File: src/lsu_pkg.sv
package lsu_pkg;

	// ==============================
	// Bus geometry
	// ==============================
	localparam int ADDR_W = 32;                // AXI byte address
	localparam int DATA_W = 32;                // AXI data bus
	localparam int STRB_W = DATA_W / 8;        // One strobe per byte lane

	// ==============================
	// SRAM geometry
	// ==============================
	// 256 words, so byte addresses 0 to 1023
	localparam int MEM_WORDS = 256;
	localparam int MEM_IDX_W = $clog2(MEM_WORDS);   // Word index bits

	// ==============================
	// Access size codes
	// ==============================
	localparam logic [1:0] SIZE_BYTE = 2'd0;
	localparam logic [1:0] SIZE_HALF = 2'd1;
	localparam logic [1:0] SIZE_WORD = 2'd2;   // Code 3 is unused

	// ==============================
	// AXI response codes
	// ==============================
	localparam logic [1:0] RESP_OKAY   = 2'b00;
	localparam logic [1:0] RESP_SLVERR = 2'b10;

endpackage
File: src/lsu_axi_master.sv
module lsu_axi_master (
	input  logic                       CLK,
	input  logic                       NRST,
	// Pipeline request
	input  logic                       load_req,
	input  logic                       store_req,
	input  logic [1:0]                 size,
	input  logic                       is_signed,
	input  logic [lsu_pkg::ADDR_W-1:0] addr,
	input  logic [lsu_pkg::DATA_W-1:0] wdata,
	// Status back to the pipeline
	output logic                       busy,
	output logic                       done,
	output logic                       err,
	output logic [lsu_pkg::DATA_W-1:0] rdata,
	// AXI write side
	output logic [lsu_pkg::ADDR_W-1:0] awaddr,
	output logic                       awvalid,
	input  logic                       awready,
	output logic [lsu_pkg::DATA_W-1:0] wdata_o,
	output logic [lsu_pkg::STRB_W-1:0] wstrb,
	output logic                       wvalid,
	input  logic                       wready,
	input  logic [1:0]                 bresp,
	input  logic                       bvalid,
	output logic                       bready,
	// AXI read side
	output logic [lsu_pkg::ADDR_W-1:0] araddr,
	output logic                       arvalid,
	input  logic                       arready,
	input  logic [lsu_pkg::DATA_W-1:0] rdata_i,
	input  logic [1:0]                 rresp,
	input  logic                       rvalid,
	output logic                       rready
);
	import lsu_pkg::*;

	typedef enum logic [2:0]
	{
		S_IDLE,
		S_WADDR,    // AW and W outstanding
		S_WRESP,
		S_RADDR,
		S_RDATA,
		S_FINISH
	} state_t;

	state_t            state;
	logic              op_store_q;
	logic [1:0]        size_q;
	logic              signed_q;
	logic [ADDR_W-1:0] addr_q;
	logic [DATA_W-1:0] wdata_q;
	logic              aw_done_q;   // AW taken, W may still be open
	logic              w_done_q;
	logic              err_q;       // Slave answered non-OKAY
	logic [DATA_W-1:0] rdata_q;
	logic [DATA_W-1:0] lane_data;
	logic [STRB_W-1:0] lane_strb;
	logic              misaligned;
	logic [DATA_W-1:0] load_result;
	logic              accept;
	logic              mis_done;    // Misaligned access finishing without bus traffic
	logic              aw_hs;
	logic              w_hs;

	lsu_lane_align u_lane_align (
		.size        (size_q),
		.is_signed   (signed_q),
		.addr_lsb    (addr_q[1:0]),
		.store_data  (wdata_q),
		.load_word   (rdata_i),
		.lane_data   (lane_data),
		.lane_strb   (lane_strb),
		.misaligned  (misaligned),
		.load_result (load_result)
	);

	// ==============================
	// Bus side
	// ==============================
	assign awaddr  = {addr_q[ADDR_W-1:2], 2'b00};  // Word address
	assign araddr  = {addr_q[ADDR_W-1:2], 2'b00};
	assign wdata_o = lane_data;
	assign wstrb   = lane_strb;
	assign awvalid = (state == S_WADDR) && !misaligned && !aw_done_q;
	assign wvalid  = (state == S_WADDR) && !misaligned && !w_done_q;
	assign bready  = (state == S_WRESP);
	assign arvalid = (state == S_RADDR) && !misaligned;
	assign rready  = (state == S_RDATA);

	assign aw_hs = awvalid && awready;
	assign w_hs  = wvalid && wready;

	// ==============================
	// Pipeline status
	// ==============================
	assign mis_done = ((state == S_WADDR) || (state == S_RADDR)) && misaligned;
	assign done     = (state == S_FINISH) || mis_done;
	assign busy     = (state != S_IDLE) && !done;
	assign err      = ((state == S_FINISH) && err_q) || mis_done;
	assign rdata    = (mis_done && !op_store_q) ? '0 : rdata_q;   // Failed load reads zero
	assign accept   = (load_req || store_req) && !busy;

	// Operand latch on accept
	always_ff @(posedge CLK)
	begin
		if (accept)
		begin
			op_store_q <= store_req;    // Store wins if both pulse
			size_q     <= size;
			signed_q   <= is_signed;
			addr_q     <= addr;
			wdata_q    <= wdata;
		end
	end

	always_ff @(posedge CLK)
	begin
		if (!NRST)
		begin
			state     <= S_IDLE;
			aw_done_q <= 1'b0;
			w_done_q  <= 1'b0;
			err_q     <= 1'b0;
		end
		else if (accept)
		begin
			state     <= store_req ? S_WADDR : S_RADDR;
			aw_done_q <= 1'b0;
			w_done_q  <= 1'b0;
			err_q     <= 1'b0;
		end
		else
		begin
			case (state)
				S_WADDR:
				begin
					if (misaligned)
						state <= S_IDLE;
					else
					begin
						aw_done_q <= aw_done_q || aw_hs;
						w_done_q  <= w_done_q || w_hs;
						if ((aw_done_q || aw_hs) && (w_done_q || w_hs))
							state <= S_WRESP;
					end
				end
				S_WRESP:
				begin
					if (bvalid)
					begin
						err_q <= (bresp != RESP_OKAY);
						state <= S_FINISH;
					end
				end
				S_RADDR:
				begin
					if (misaligned)
						state <= S_IDLE;
					else if (arready)
						state <= S_RDATA;
				end
				S_RDATA:
				begin
					if (rvalid)
					begin
						err_q <= (rresp != RESP_OKAY);
						state <= S_FINISH;
					end
				end
				S_FINISH: state <= S_IDLE;    // done pulse lasts one cycle
				default:  state <= S_IDLE;
			endcase
		end
	end

	// Load result, held until the next load ends
	always_ff @(posedge CLK)
	begin
		if (mis_done && !op_store_q)
			rdata_q <= '0;
		else if ((state == S_RDATA) && rvalid)
			rdata_q <= (rresp == RESP_OKAY) ? load_result : '0;
	end

endmodule

File: src/lsu_lane_align.sv
module lsu_lane_align (
	input  logic [1:0]                 size,
	input  logic                       is_signed,
	input  logic [1:0]                 addr_lsb,
	input  logic [lsu_pkg::DATA_W-1:0] store_data,
	input  logic [lsu_pkg::DATA_W-1:0] load_word,
	output logic [lsu_pkg::DATA_W-1:0] lane_data,
	output logic [lsu_pkg::STRB_W-1:0] lane_strb,
	output logic                       misaligned,
	output logic [lsu_pkg::DATA_W-1:0] load_result
);
	import lsu_pkg::*;

	logic [4:0]        shamt;       // Byte offset in bits
	logic [DATA_W-1:0] load_shift;  // Addressed field moved down to lane 0

	assign shamt = {addr_lsb, 3'b000};
	assign load_shift = load_word >> shamt;

	// ==============================
	// Store side
	// ==============================
	always_comb
	begin
		case (size)
			SIZE_BYTE:
			begin
				lane_data  = DATA_W'(store_data[7:0]) << shamt;
				lane_strb  = STRB_W'(1'b1) << addr_lsb;
				misaligned = 1'b0;              // Any offset is fine
			end
			SIZE_HALF:
			begin
				lane_data  = DATA_W'(store_data[15:0]) << shamt;
				lane_strb  = STRB_W'(2'b11) << addr_lsb;
				misaligned = addr_lsb[0];       // Odd offset
			end
			default:
			begin
				// Full word, lanes as given
				lane_data  = store_data;
				lane_strb  = '1;
				misaligned = (addr_lsb != 2'b00);
			end
		endcase
	end

	// ==============================
	// Load side
	// ==============================
	// Sign bit only copied upward for signed loads
	always_comb
	begin
		case (size)
			SIZE_BYTE:
				load_result = {{(DATA_W-8){load_shift[7] & is_signed}},
					load_shift[7:0]};
			SIZE_HALF:
				load_result = {{(DATA_W-16){load_shift[15] & is_signed}},
					load_shift[15:0]};
			default:
				load_result = load_shift;       // Offset is zero when aligned
		endcase
	end

endmodule

File: config.mk
export PLATFORM = sky130hd
export DESIGN_NAME = lsu_axi_master
export DESIGN_NICKNAME = d
export VERILOG_FILES = /design/src/lsu_pkg.sv /design/src/lsu_axi_master.sv /design/src/lsu_lane_align.sv
export SDC_FILE = /design/constraint.sdc
export NUM_CORES = 1
export LEC_CHECK = 0
export BUFFER_PORTS_ARGS = -buffer_cell sky130_fd_sc_hd__buf_4
export CAP_MARGIN = 25
export CORE_MARGIN = 2
export CORE_UTILIZATION = 35
export CTS_BUF_LIST = sky130_fd_sc_hd__clkbuf_8
export CTS_CLUSTER_DIAMETER = 120
export DETAILED_ROUTE_END_ITERATION = 10
export PLACE_DENSITY = 0.66
export REMOVE_ABC_BUFFERS = 1
export SLEW_MARGIN = 5
export SYNTH_ARGS = -nofsm -noshare
export SYNTH_HDL_FRONTEND = slang
export SYNTH_SLANG_ARGS = --single-unit
File: constraint.sdc
create_clock -name CLK -period 10.4 [get_ports CLK]
set_input_delay 1.56 -clock CLK [delete_from_list [all_inputs] [get_ports CLK]]
set_output_delay 1.56 -clock CLK [all_outputs]
set_load 0.03 [all_outputs]
# Word-level counts from Yosys, hierarchy flattened
# Index checks and enable logic that the tools add are counted.
[totals]
regBits = 106
inputBits = 112
out_inout_bits = 140
wordCells = 85
[op_classes]
eq_ne = 12
n_shift = 5
mux = 18
bitwise_logic = 4
reduce_logical = 36
[op_table]
columns = ["op", "count"]
rows = [
  ["32-bit case mux with 2 select lines", 2],
  ["32-bit 2-to-1 mux", 2],
  ["16-bit by 5-bit left shift with 32-bit output", 1],
  ["8-bit by 5-bit left shift with 32-bit output", 1],
  ["32-bit by 5-bit >> shifter with 32-bit output", 1],
  ["3-bit 2-to-1 mux", 7],
  ["1-bit logical AND", 13],
  ["3-bit case mux with 4 select lines", 1],
  ["4-bit case mux with 2 select lines", 1],
  ["2-bit nonzero test", 4],
  ["3-bit by 2-bit equality test with 1-bit output (second input constant)", 2],
  ["3-bit equality test (second input constant)", 2],
  ["1-bit zero test", 6],
  ["1-bit logical OR", 6],
  ["3-bit by 2-bit != test with 1-bit output (second input constant)", 2],
  ["2-bit zero test", 2],
  ["2-bit != test (second input constant)", 2],
  ["4-bit by 3-bit != test with 1-bit output (second input constant)", 1],
  ["4-bit != test (second input constant)", 1],
  ["1-bit case mux with 2 select lines", 2],
  ["4-bit AND reduction", 1],
  ["1-bit by 2-bit left shift with 4-bit output (first input constant)", 1],
  ["2-bit by 2-bit left shift with 4-bit output (first input constant)", 1],
  ["3-bit by 1-bit equality test with 1-bit output (second input constant)", 1],
  ["9 further kinds", 12],
]

# Depth between registers and ports, before layout
# Gate-level depths: netlist (run 1).
[depth]
depth_word = 12
ltp_mapped = 7
depth_no_buf = 5

# Modules after synthesis
# A second synthesis (run 1) with hierarchy kept.
[hier_totals]
hier_cells = 519
hier_area_um2 = 5685.5
[by_module_without_submodules]
columns = ["module", "n_inst", "cells_per_inst", "area_per_inst_um2", "seq_area_each_um2"]
rows = [
  ["lsu_axi_master", 1, 299, 4197.8, 2802.7],
  ["lsu_lane_align", 1, 220, 1487.7, 0.0],
]

# Worst setup path after synthesis (run 1)
# Ideal clock, no wire load.
[synth_path]
kind = "input -> register"
startpoint = "input store_req"
endpoint = "register addr_q[0] (enable)"
setup_time_ns = 0.497
arrival_ns = 4.501
required_ns = 9.903
slack_ns = 5.402
path_stages = 2
path_buffers = 0
cell_sequence = "nor2_1 -> nor2_1"
[synth_between]
elab_chain_len = 2
[synth_rtl]
columns = ["item", "line_no", "rtl"]
rows = [
  ["start, declared", "lsu_axi_master.sv:6", "input logic store_req,"],
  ["1-bit logical OR", "lsu_axi_master.sv:103", "assign accept = (load_req || store_req) && !busy;"],
  ["1-bit logical AND", "lsu_axi_master.sv:103", ""],
  ["net accept", "lsu_axi_master.sv:62", "logic accept;"],
  ["end signal, assigned", "lsu_axi_master.sv:113", "addr_q <= addr;"],
  ["end, declared", "lsu_axi_master.sv:52", "logic [ADDR_W-1:0] addr_q;"],
]
# The timed path passes the listed nets, and every way through them passes these cells.
# A chain may end at the register's enable or synchronous reset.

# Worst setup path in the final report (run 1)
[layout_path]
startpoint = "register addr_q[0]"
endpoint = "output wdata_o[19] in the netlist's numbering"
[layout_between]
elab_chain_len = 2
word_cells_on_any_way = 3
classes_between = "2 x shift; 1 x mux"
[layout_rtl]
columns = ["item", "line_no", "rtl"]
rows = [
  ["16-bit by 5-bit left shift with 32-bit output or 8-bit by 5-bit left shift with 32-bit output (tied branches)", "lsu_lane_align.sv:34, lsu_lane_align.sv:28", ""],
  ["32-bit case mux with 2 select lines *", "lsu_lane_align.sv:25", "case (size)"],
  ["end, declared", "lsu_axi_master.sv:20", "output logic [lsu_pkg::DATA_W-1:0] wdata_o,"],
]
# Every way passes the cells marked *; elsewhere a longest branch is shown, timed or not.

==> impl_results.md, run 1 <==
* Outcome: complete, no violations
* Worst path bufs/invs at 2
* Ranking of synthesized cells by area: edfxtp_1 37%, dfxtp_1 14%, buf_4 9.6%, nor2b_1 5.6%, o21ai_0 4.4%
* Hold Slack at 476 ps
* Buffers on Ports at between 200 and 250
* WS Path Type: flip-flop to output port
* Most used cell, CP: buf_4
* Netlist cell types at 58
* #FFs+latches synth at between 100 and 150
* RSZ-0062 raised after global routing: false
* Fin. max-slew vios at 0
* Via density per instance at a little under 5
* Post-CTS Hold Buffers at 0
* Clock Skew at 15.6 ps
* Clock transition at the registers of the reported paths at around 90 ps
* Largest delay share family, worst path: simple AND/OR/NAND/NOR gates
* Hpwl dp at between 10000 and 15000 um
* Final Hold Fails at 0
* DIE WIDTH at between 100 and 150 um
* Ant diodes at 0
* Critical path cell sequence: buf_4 -> nor2b_1 -> nor3b_4 -> a22oi_1 -> o21ai_0 -> buf_4
* Die area at 0.0169 mm^2
* Post-CTS setup buffer count at 0
* Share of cells above drive strength 1 at between 40% and 50%
* RePlAce Congestion at between 0.8 and 0.9
* Ports at about 250
* Mapped Cells at roughly 520
* Post-synth EDFFs at 68
* Max Cap Viol at 0
* Worst Path Max Fanout at 62
* CTS buffer count at 9
* Slew @ Worst Pin at roughly 820 ps
* Cts repair resizes at 0
* Mapped Area at 0.00555 mm^2
* Biggest area consumer among synthesized cells: edfxtp_1
* Startpoint Class: flip-flop
* Core Rows at 46
* Clock H-tree levels at 3
* Critical path's largest stage delay at between 600 and 700 ps
* Max stage delay cell, worst path: nor2b_1
* Synth Flop Type: edfxtp_1
* DR pass1 iterations at 6
* Worst slew margin at between 40% and 50%
* Ys async rst share at 0%
* Hold Path Class: flip-flop to flip-flop
* Pin count of the biggest net entering global routing at 65
* Seq/Total Area, Yosys at 50.5%
* Pleak at approximately 3.2 nW
* # DRC at 0
* Initial drt markers at 334
* Initial core utilization at 35.4%
* Sum of negative setup slack at 0 ps
* Post-DRT Antenna Nets at 0
* Peak supply drop at approximately 0.13 mV
* Vias at 4516
* Global-route wire length before repair at 22200 um
* CTS tree: done
* Clock Tree Buf Depth at 2
* # setup viols final at 0
* Routed WL at about 15000 um
* Ys Warns at 0
* Number of global-route vias before repair at 4381
* Final net count at between 800 and 900
* Area Growth Syn to Fin at 31.4%
* Min Tclk post-route at between 4000 and 5000 ps
* Worst EP arrival at 3150 ps
* Avg WL per Cell at 16.8 um
* Power Dens Cells at roughly 230 mW/mm^2
* Die Height at 130 um
* Worst-Skew Late Latency at ~380 ps
* Worst setup EP type: output port
* Top-area cell type share of the netlist area at between 30% and 40%
* Antenna violations before repair at 0
* Total core area at ~0.016 mm^2
* Syn_area_per_cell at roughly 11 um^2
* Clock sinks at around 110
* Fmax at about 210 MHz
* Clk root buf: clkbuf_8
* GRT Util Overall at between 10% and 20%
* Fin crit share at 45.3%
* Required @ worst endpoint at between 8000 and 9000 ps
* GRT overflow at 0
==> worst register-to-register path, stage by stage, from the launching register on <==
cell and delay (ps):
edfxtp_1 330, buf_4 530, nor2_1 190, o32ai_2 440, inv_2 120, nor2_4 250, buf_4 670
==> cell families after synthesis <==
logic type / synth area share (%)
buffers and inverters: 12.5
xor gates and xnor gates: 0.158
AOI/OAI and AO/OA: 18.8
DFF: 50.5
muxes: 3.29
and+or+nand+nor: 14.6
other: 0.0676
==> cell type report <==
| class | instances | area [um^2] |
|---|---|---|
| clock inverters | 6 | 90.1 |
| fillers | 1496 | 8370 |
| flip-flops and latches | 106 | 2800 |
| clock buffers | 9 | 124 |
| multi-input cells | 316 | 2070 |
| inverters | 5 | 18.8 |
| well taps | 216 | 270 |
| repair buffers | 254 | 1910 |
==> sequential cells by signal, summed over array words and instances (netlist names) <==
signal and cells:
addr_q 32, rdata_q 32, wdata_q 32, state 3
size_q 2, aw_done_q 1, err_q 1, op_store_q 1
signed_q 1, w_done_q 1
==> cell usage in the layout (no fill, tap or decap), types with 2 or more instances in the layout <==
master and count:
buf_4 253, edfxtp_1 68, nor2b_1 50, o21ai_0 49
nand2_1 41, dfxtp_1 38, a21oi_1 21, nor2_1 18
a22oi_1 16, mux2i_1 16, a2bb2oi_1 16, and2_1 10
a22o_1 9, clkbuf_8 9, a211o_1 8, nand2b_1 7
a32o_1 7, inv_1 4, conb_1 4, nand3_1 3
o21a_1 3, nor3b_4 2, a21o_1 2, or3b_1 2
a221oi_2 2, bufinv_16 2
==> report_power, final <==
group	leakage, nW	switching [mW]	internal [mW]
Combinational	2.09	0.529	0.282
Sequential	0.971	0.0549	0.557
Clock	0.106	0.147	0.135
==> synth_stat cells (3+ instances only) <==
cell type,count
o21ai_0,49
nand2b_1,7
nor2b_1,50
a211o_1,8
nand2_1,41
edfxtp_1,68
buf_4,71
nor2_1,20
mux2i_1,16
dfxtp_1,38
buf_2,15
nand3_1,3
clkbuf_1,9
a2bb2oi_1,16
a22oi_1,16
and2_1,10
o21a_1,3
a32o_1,7
a22o_1,9
a21oi_1,21
inv_1,4
==> worst paths after layout <==
path | start | to | slack (ps) | depth (start not counted)
setup / recovery | addr_q[0] | wdata_o[19] | 5690 | 6
hold / removal | rdata_q[6] | rdata_q[6] | 480 | 1
setup reg to reg | addr_q[0] | wdata_q[1] | 7470 | 6
hold reg to reg | rdata_q[6] | rdata_q[6] | 480 | 1
==> layer usage <==
metal,wire length [um],GRT usage [%],vias up
li1,-,-,2151
met5,0,0,-
met3,1170,4.31,20
met1,6000,19.7,2117
met2,7800,30.6,228
met4,359,6.77,0
==> per-stage QoR <==
step | utilization (%) | power, mW | std cells | worst slack, ps | area (um^2)
3_3_place_gp | 45.1 | 1.42 | 896 | 6210 | 7060
3_5_place_dp | 45.2 | 1.43 | 897 | 6130 | 7070
2_1_floorplan | - | 1.11 | 427 | 4900 | 4880
5_1_grt | 46.6 | 1.78 | 912 | 5480 | 7290
6_report | 46.6 | 1.70 | 912 | 5690 | 7290
4_1_cts | 46.6 | 1.72 | 912 | 5680 | 7290
(Power assumes the default switching activity.)
==> run 2: changes to the inputs <==
==> constraint.sdc (replaced) <==
create_clock -name CLK -period 4.85 [get_ports CLK]
set_input_delay 0.7275 -clock CLK [delete_from_list [all_inputs] [get_ports CLK]]
set_output_delay 0.7275 -clock CLK [all_outputs]
set_load 0.03 [all_outputs]
==> impl_results.md, run 2 (same netlist as run 1, synthesis figures left out) <==
* Final net count at ~800
* FILL cells at between 1k and 1.5k
* Clock H-tree levels at 3
* GRT Util Overall at a little under a fifth
* Fmax at between 200 and 300 MHz
* Global-route wire length before repair at between 20000 and 25000 um
* Sw Share at 44.3%
* RSZ-0062 raised after global routing: false
* Total core area at about 0.016 mm^2
* Sequential group share of total power at around 37%
* Final Hold Fails at 0
* Vias at approximately 4.6k
* Worst EP arrival at 3140 ps
* DP Worst Slack at roughly 1400 ps
* Avg WL per Cell at 17.2 um
* DIE WIDTH at between 100 and 150 um
* Number of global-route vias before repair at 4383
* Die area at approximately 0.017 mm^2
* Cell Int Power at between 1.5 and 2 mW
* Die Height at 130 um
* Final worst slack at between 900 and 1000 ps
* Combinational cell fraction of total power at 48.1%
* Min Tclk post-route at around 3900 ps
* Share of cells above drive strength 1 at around two fifths
* Worst slew margin at about two fifths
* Post-CTS setup buffer count at 0
* CTS buffer count at 9
* Sum of negative setup slack at 0 ps
* Core Rows at 46
* Power Dens Cells at about 490 mW/mm^2
* Initial drt markers at roughly 260
* Post-DRT Antenna Nets at 0
* Tot Pwr at around 3.6 mW
* Via density per instance at 4.99
* GRT overflow at 0
* Core Util, Final at between 40% and 50%
* Fin crit share at between 70% and 80%
* Final instance area at between 0.007 and 0.008 mm^2
* Critical path's largest stage delay at 850 ps
* Max Cap Viol at 0
* Biggest regs: addr_q (32), rdata_q (32), wdata_q (32)
* R2r startpoint: addr_q[0]
* Startpoint Class: flip-flop
* Commonest non-fill, non-tap cell in the layout: buf_4
* Clock Tree Buf Depth at 2
* Ports at 252
* Peak supply drop at roughly 0.29 mV
* Antenna violations before repair at 0
* Routed WL at around 16000 um
* CP startpoint: addr_q[0]
* Initial core utilization at 35.4%
* Cts repair resizes at 0
* Outcome: complete, no violations
* Hold wc startpoint: rdata_q[3]
* # DRC at 0
* Pleak at ~3.2 nW
* Clock transition at the registers of the reported paths at approximately 100 ps
* Slew @ Worst Pin at 913 ps
* # setup viols final at 0
* Buffers on Ports at between 200 and 250
* NetSw at 1.59 mW
* DP Cell Count at roughly 900
* Fin. max-slew vios at 0
* RePlAce Congestion at just over 0.8
* WS Path Type: flip-flop to output port
* Hold Slack at approximately 470 ps
* Critical path cell sequence: nor2b_1 -> nor3b_4 -> a22oi_1 -> o21ai_0 -> buf_4
* Clock group share of total power at 14.6%
* Hold Path Class: flip-flop to flip-flop
* Clock Skew at 16.5 ps
* Worst Path Max Fanout at 22
* Placed cell areas at around 0.0071 mm^2
* CTS tree: done
* DR pass1 iterations at 5
* Most frequent cells in the layout: 253 x buf_4, 68 x edfxtp_1, 50 x nor2b_1
* Area Growth Syn to Fin at 30.9%
* Post-CTS Hold Buffers at 0
* Clock sinks at 106
* Non-Filler Instances at 913
* Worst-Skew Late Latency at around 400 ps
* Worst setup EP type: output port
* Pin count of the biggest net entering global routing at 70
* Clk root buf: clkbuf_8
* Hpwl dp at 11600 um
* Max stage delay cell, worst path: edfxtp_1
* Required @ worst endpoint at a little over 4000 ps
* Ant diodes at 0
-- run 2: power by group through the flow --
| stage | registers [mW] | logic, mW | clock network, mW |
|---|---|---|---|
| after floorplan | 1.64 | 0.742 | 0 |
| after global placement | 1.35 | 1.71 | 0 |
| after detailed placement | 1.35 | 1.73 | 0 |
| after CTS | 1.34 | 1.73 | 0.546 |
| after global routing | 1.36 | 1.82 | 0.578 |
| final | 1.34 | 1.72 | 0.523 |
-- run 2: cell type report --
cell class / count / area [um^2] / share of cell area, %
timing repair buffer: 254 / 1910 / 26.4
inverter: 5 / 18.8 / 0.259
clock inverter: 7 / 58.8 / 0.810
tap: 216 / 270 / 3.72
sequential: 106 / 2800 / 38.6
multi-input combinational: 316 / 2070 / 28.5
clock buffer: 9 / 124 / 1.71
-- run 2: path summary, 6_finish.rpt --
kind,endpoint,slack (ps),cells past startpoint
max,wdata_o[22],990,5
min,rdata_q[3],470,1
max reg2reg,signed_q,2070,5
min reg2reg,rdata_q[3],470,1
-- run 2: per-layer routing --
layer	vias up	global-route usage, %	wire length, um
met2	215	31.8	7990
met4	0	6.83	314
met1	2176	21.1	6150
li1	2150	-	-
met5	-	0	0
met3	19	5.13	1290
-- run 2: worst max-delay path: cells and delay by family (launching register included) --
family | cells | cell delay [ps]
AO/OA/AOI/OAI | 2 | 410
buffers and inverters | 1 | 200
flip-flops | 1 | 850
AND/OR/NAND/NOR | 2 | 1270
==> run 3: changes to the inputs <==
==> constraint.sdc (replaced) <==
create_clock -name CLK -period 3.6 [get_ports CLK]
set_input_delay 0.54 -clock CLK [delete_from_list [all_inputs] [get_ports CLK]]
set_output_delay 0.54 -clock CLK [all_outputs]
set_load 0.03 [all_outputs]
==> impl_results.md, run 3 (same netlist as run 1, synthesis figures left out) <==
* Fin crit share at 83.8%
* Clock Tree Buf Depth at 2
* Biggest regs: addr_q (32), rdata_q (32), wdata_q (32)
* Pin count of the biggest net entering global routing at 58
* DP Worst Slack at 1010 ps
* Routed WL at 15700 um
* Post-CTS setup buffer count at 0
* Area Growth Syn to Fin at 31.1%
* Via density per instance at 4.97
* Hold path endpoint: signed_q
* Core Rows at 46
* WHS Path Cells at 1
* Clock Skew at 5.46 ps
* Worst-Skew Late Latency at around 370 ps
* CTS buffer count at 9
* Final worst slack at slightly below 600 ps
* Total core area at approximately 0.016 mm^2
* Die area at approximately 0.017 mm^2
* Fmax at 331 MHz
* Buffers on Ports at 247
* Worst slew margin at between 30 and 40%
* Die Height at between 100 and 150 um
* Antenna violations before repair at 0
* Clock transition at the registers of the reported paths at 100 ps
* Clock sinks at roughly 110
* Core Util, Final at between 40% and 50%
* Peak supply drop at ~0.37 mV
* Post-CTS Hold Buffers at 0
* Initial core utilization at 35.4%
* # DRC at 0
* Startpoint Class: flip-flop
* CTS tree: done
* Hold wc startpoint: is_signed
* Clock H-tree levels at 3
* Slew @ Worst Pin at between 900 and 1000 ps
* RSZ-0062 raised after global routing: false
* Hold Path Class: input pin to flip-flop
* Final instance area at slightly above 0.007 mm^2
* Clk root buf: clkbuf_8
* R2r setup slk at 1040 ps
* Number of global-route vias before repair at between 4k and 5k
* Initial drt markers at 185
* Power Dens Cells at around 660 mW/mm^2
* Avg WL per Cell at roughly 17 um
* Worst Path Max Fanout at 13
* R2r worst-path depth at 5
* GRT Util Overall at a little under a fifth
* Commonest non-fill, non-tap cell in the layout: buf_4
* Placed cell areas at 0.00711 mm^2
* Worst EP arrival at around 2500 ps
* RePlAce Congestion at between 0.8 and 0.9
* Vias at between 4k and 5k
* Fin. max-slew vios at 0
* Min Tclk post-route at slightly above 3000 ps
* DR pass1 iterations at 4
* Outcome: complete, no violations
* R2r startpoint: state[0]
* Final Hold Fails at 0
* Global-route wire length before repair at 23500 um
* DIE WIDTH at about 130 um
* Most frequent cells in the layout: 257 x buf_4, 68 x edfxtp_1, 50 x nor2b_1
* Share of cells above drive strength 1 at about 40%
* Reg2reg end: addr_q[31]
* WS Path Type: flip-flop to output port
* Pleak at 3.16 nW
* GRT overflow at 0
* Ports at between 200 and 300
* Cts repair resizes at 0
* Final net count at between 800 and 900
* Worst setup EP type: output port
* # setup viols final at 0
* Post-DRT Antenna Nets at 0
* Required @ worst endpoint at 3060 ps
* Max Cap Viol at 0
* Ant diodes at 0
* Hpwl dp at about 12000 um
-- run 3: changes by cell type in the layout (fill, tap and decap cells not counted), sizes merged --
cell,change
buf,+4
clkinv,-1
clkinvlp,+2
inv,-2
-- run 3: area by class of cell --
cell class                 instances  area, um^2
clock buffer                       9         124
inverter                           5        18.8
sequential                       106        2800
multi-input combinational        316        2070
timing repair buffer             258        1950
fill                            1519        8390
clock inverter                     6        36.3
tap                              216         270
-- run 3: how the worst max path moves through the flow --
stage / from / end / slack (ps) / cells after the start
global placement: state[0] / addr_q[7] / 1130 / 5
global route: size_q[0] / wdata_o[20] / 440 / 5
finish: size_q[0] / wdata_o[20] / 580 / 5
detailed placement: size_q[0] / wdata_o[20] / 1010 / 5
CTS: size_q[0] / wdata_o[20] / 560 / 5
floorplan: addr_q[0] / addr_q[0] / -1900 / 4
-- run 3: layer usage --
metal	global-route usage [%]	up-vias	wire length, um
li1	-	2164	-
met1	20.8	2170	6110
met2	33.4	200	8210
met3	3.85	21	1080
met4	6.51	0	286
met5	0	-	0
-- run 3: through the flow --
| step | power, mW | cells | hold WS [ps] | setup TNS, ps |
|---|---|---|---|---|
| floorplan | 3.21 | 427 | 433 | -136380 |
| global placement | 4.15 | 901 | 438 | 0 |
| detailed placement | 4.17 | 901 | 453 | 0 |
| CTS | 4.84 | 916 | 308 | 0 |
| global route | 5.04 | 916 | 305 | 0 |
| finish | 4.78 | 916 | 337 | 0 |
-- run 3: worst max-delay path, cell delays in order (launching register included) --
cell and delay, ps:
edfxtp_1 670, inv_1 210, nor3b_4 520, a22oi_1 170, o21ai_0 320, buf_4 220
-- run 3: report_power, final --
part / switching (mW) / total [mW] / internal, mW / leakage (nW)
clock network: 0.407 / 0.649 / 0.243 / 0.0761
registers: 0.190 / 1.80 / 1.61 / 0.971
logic: 1.50 / 2.34 / 0.833 / 2.11
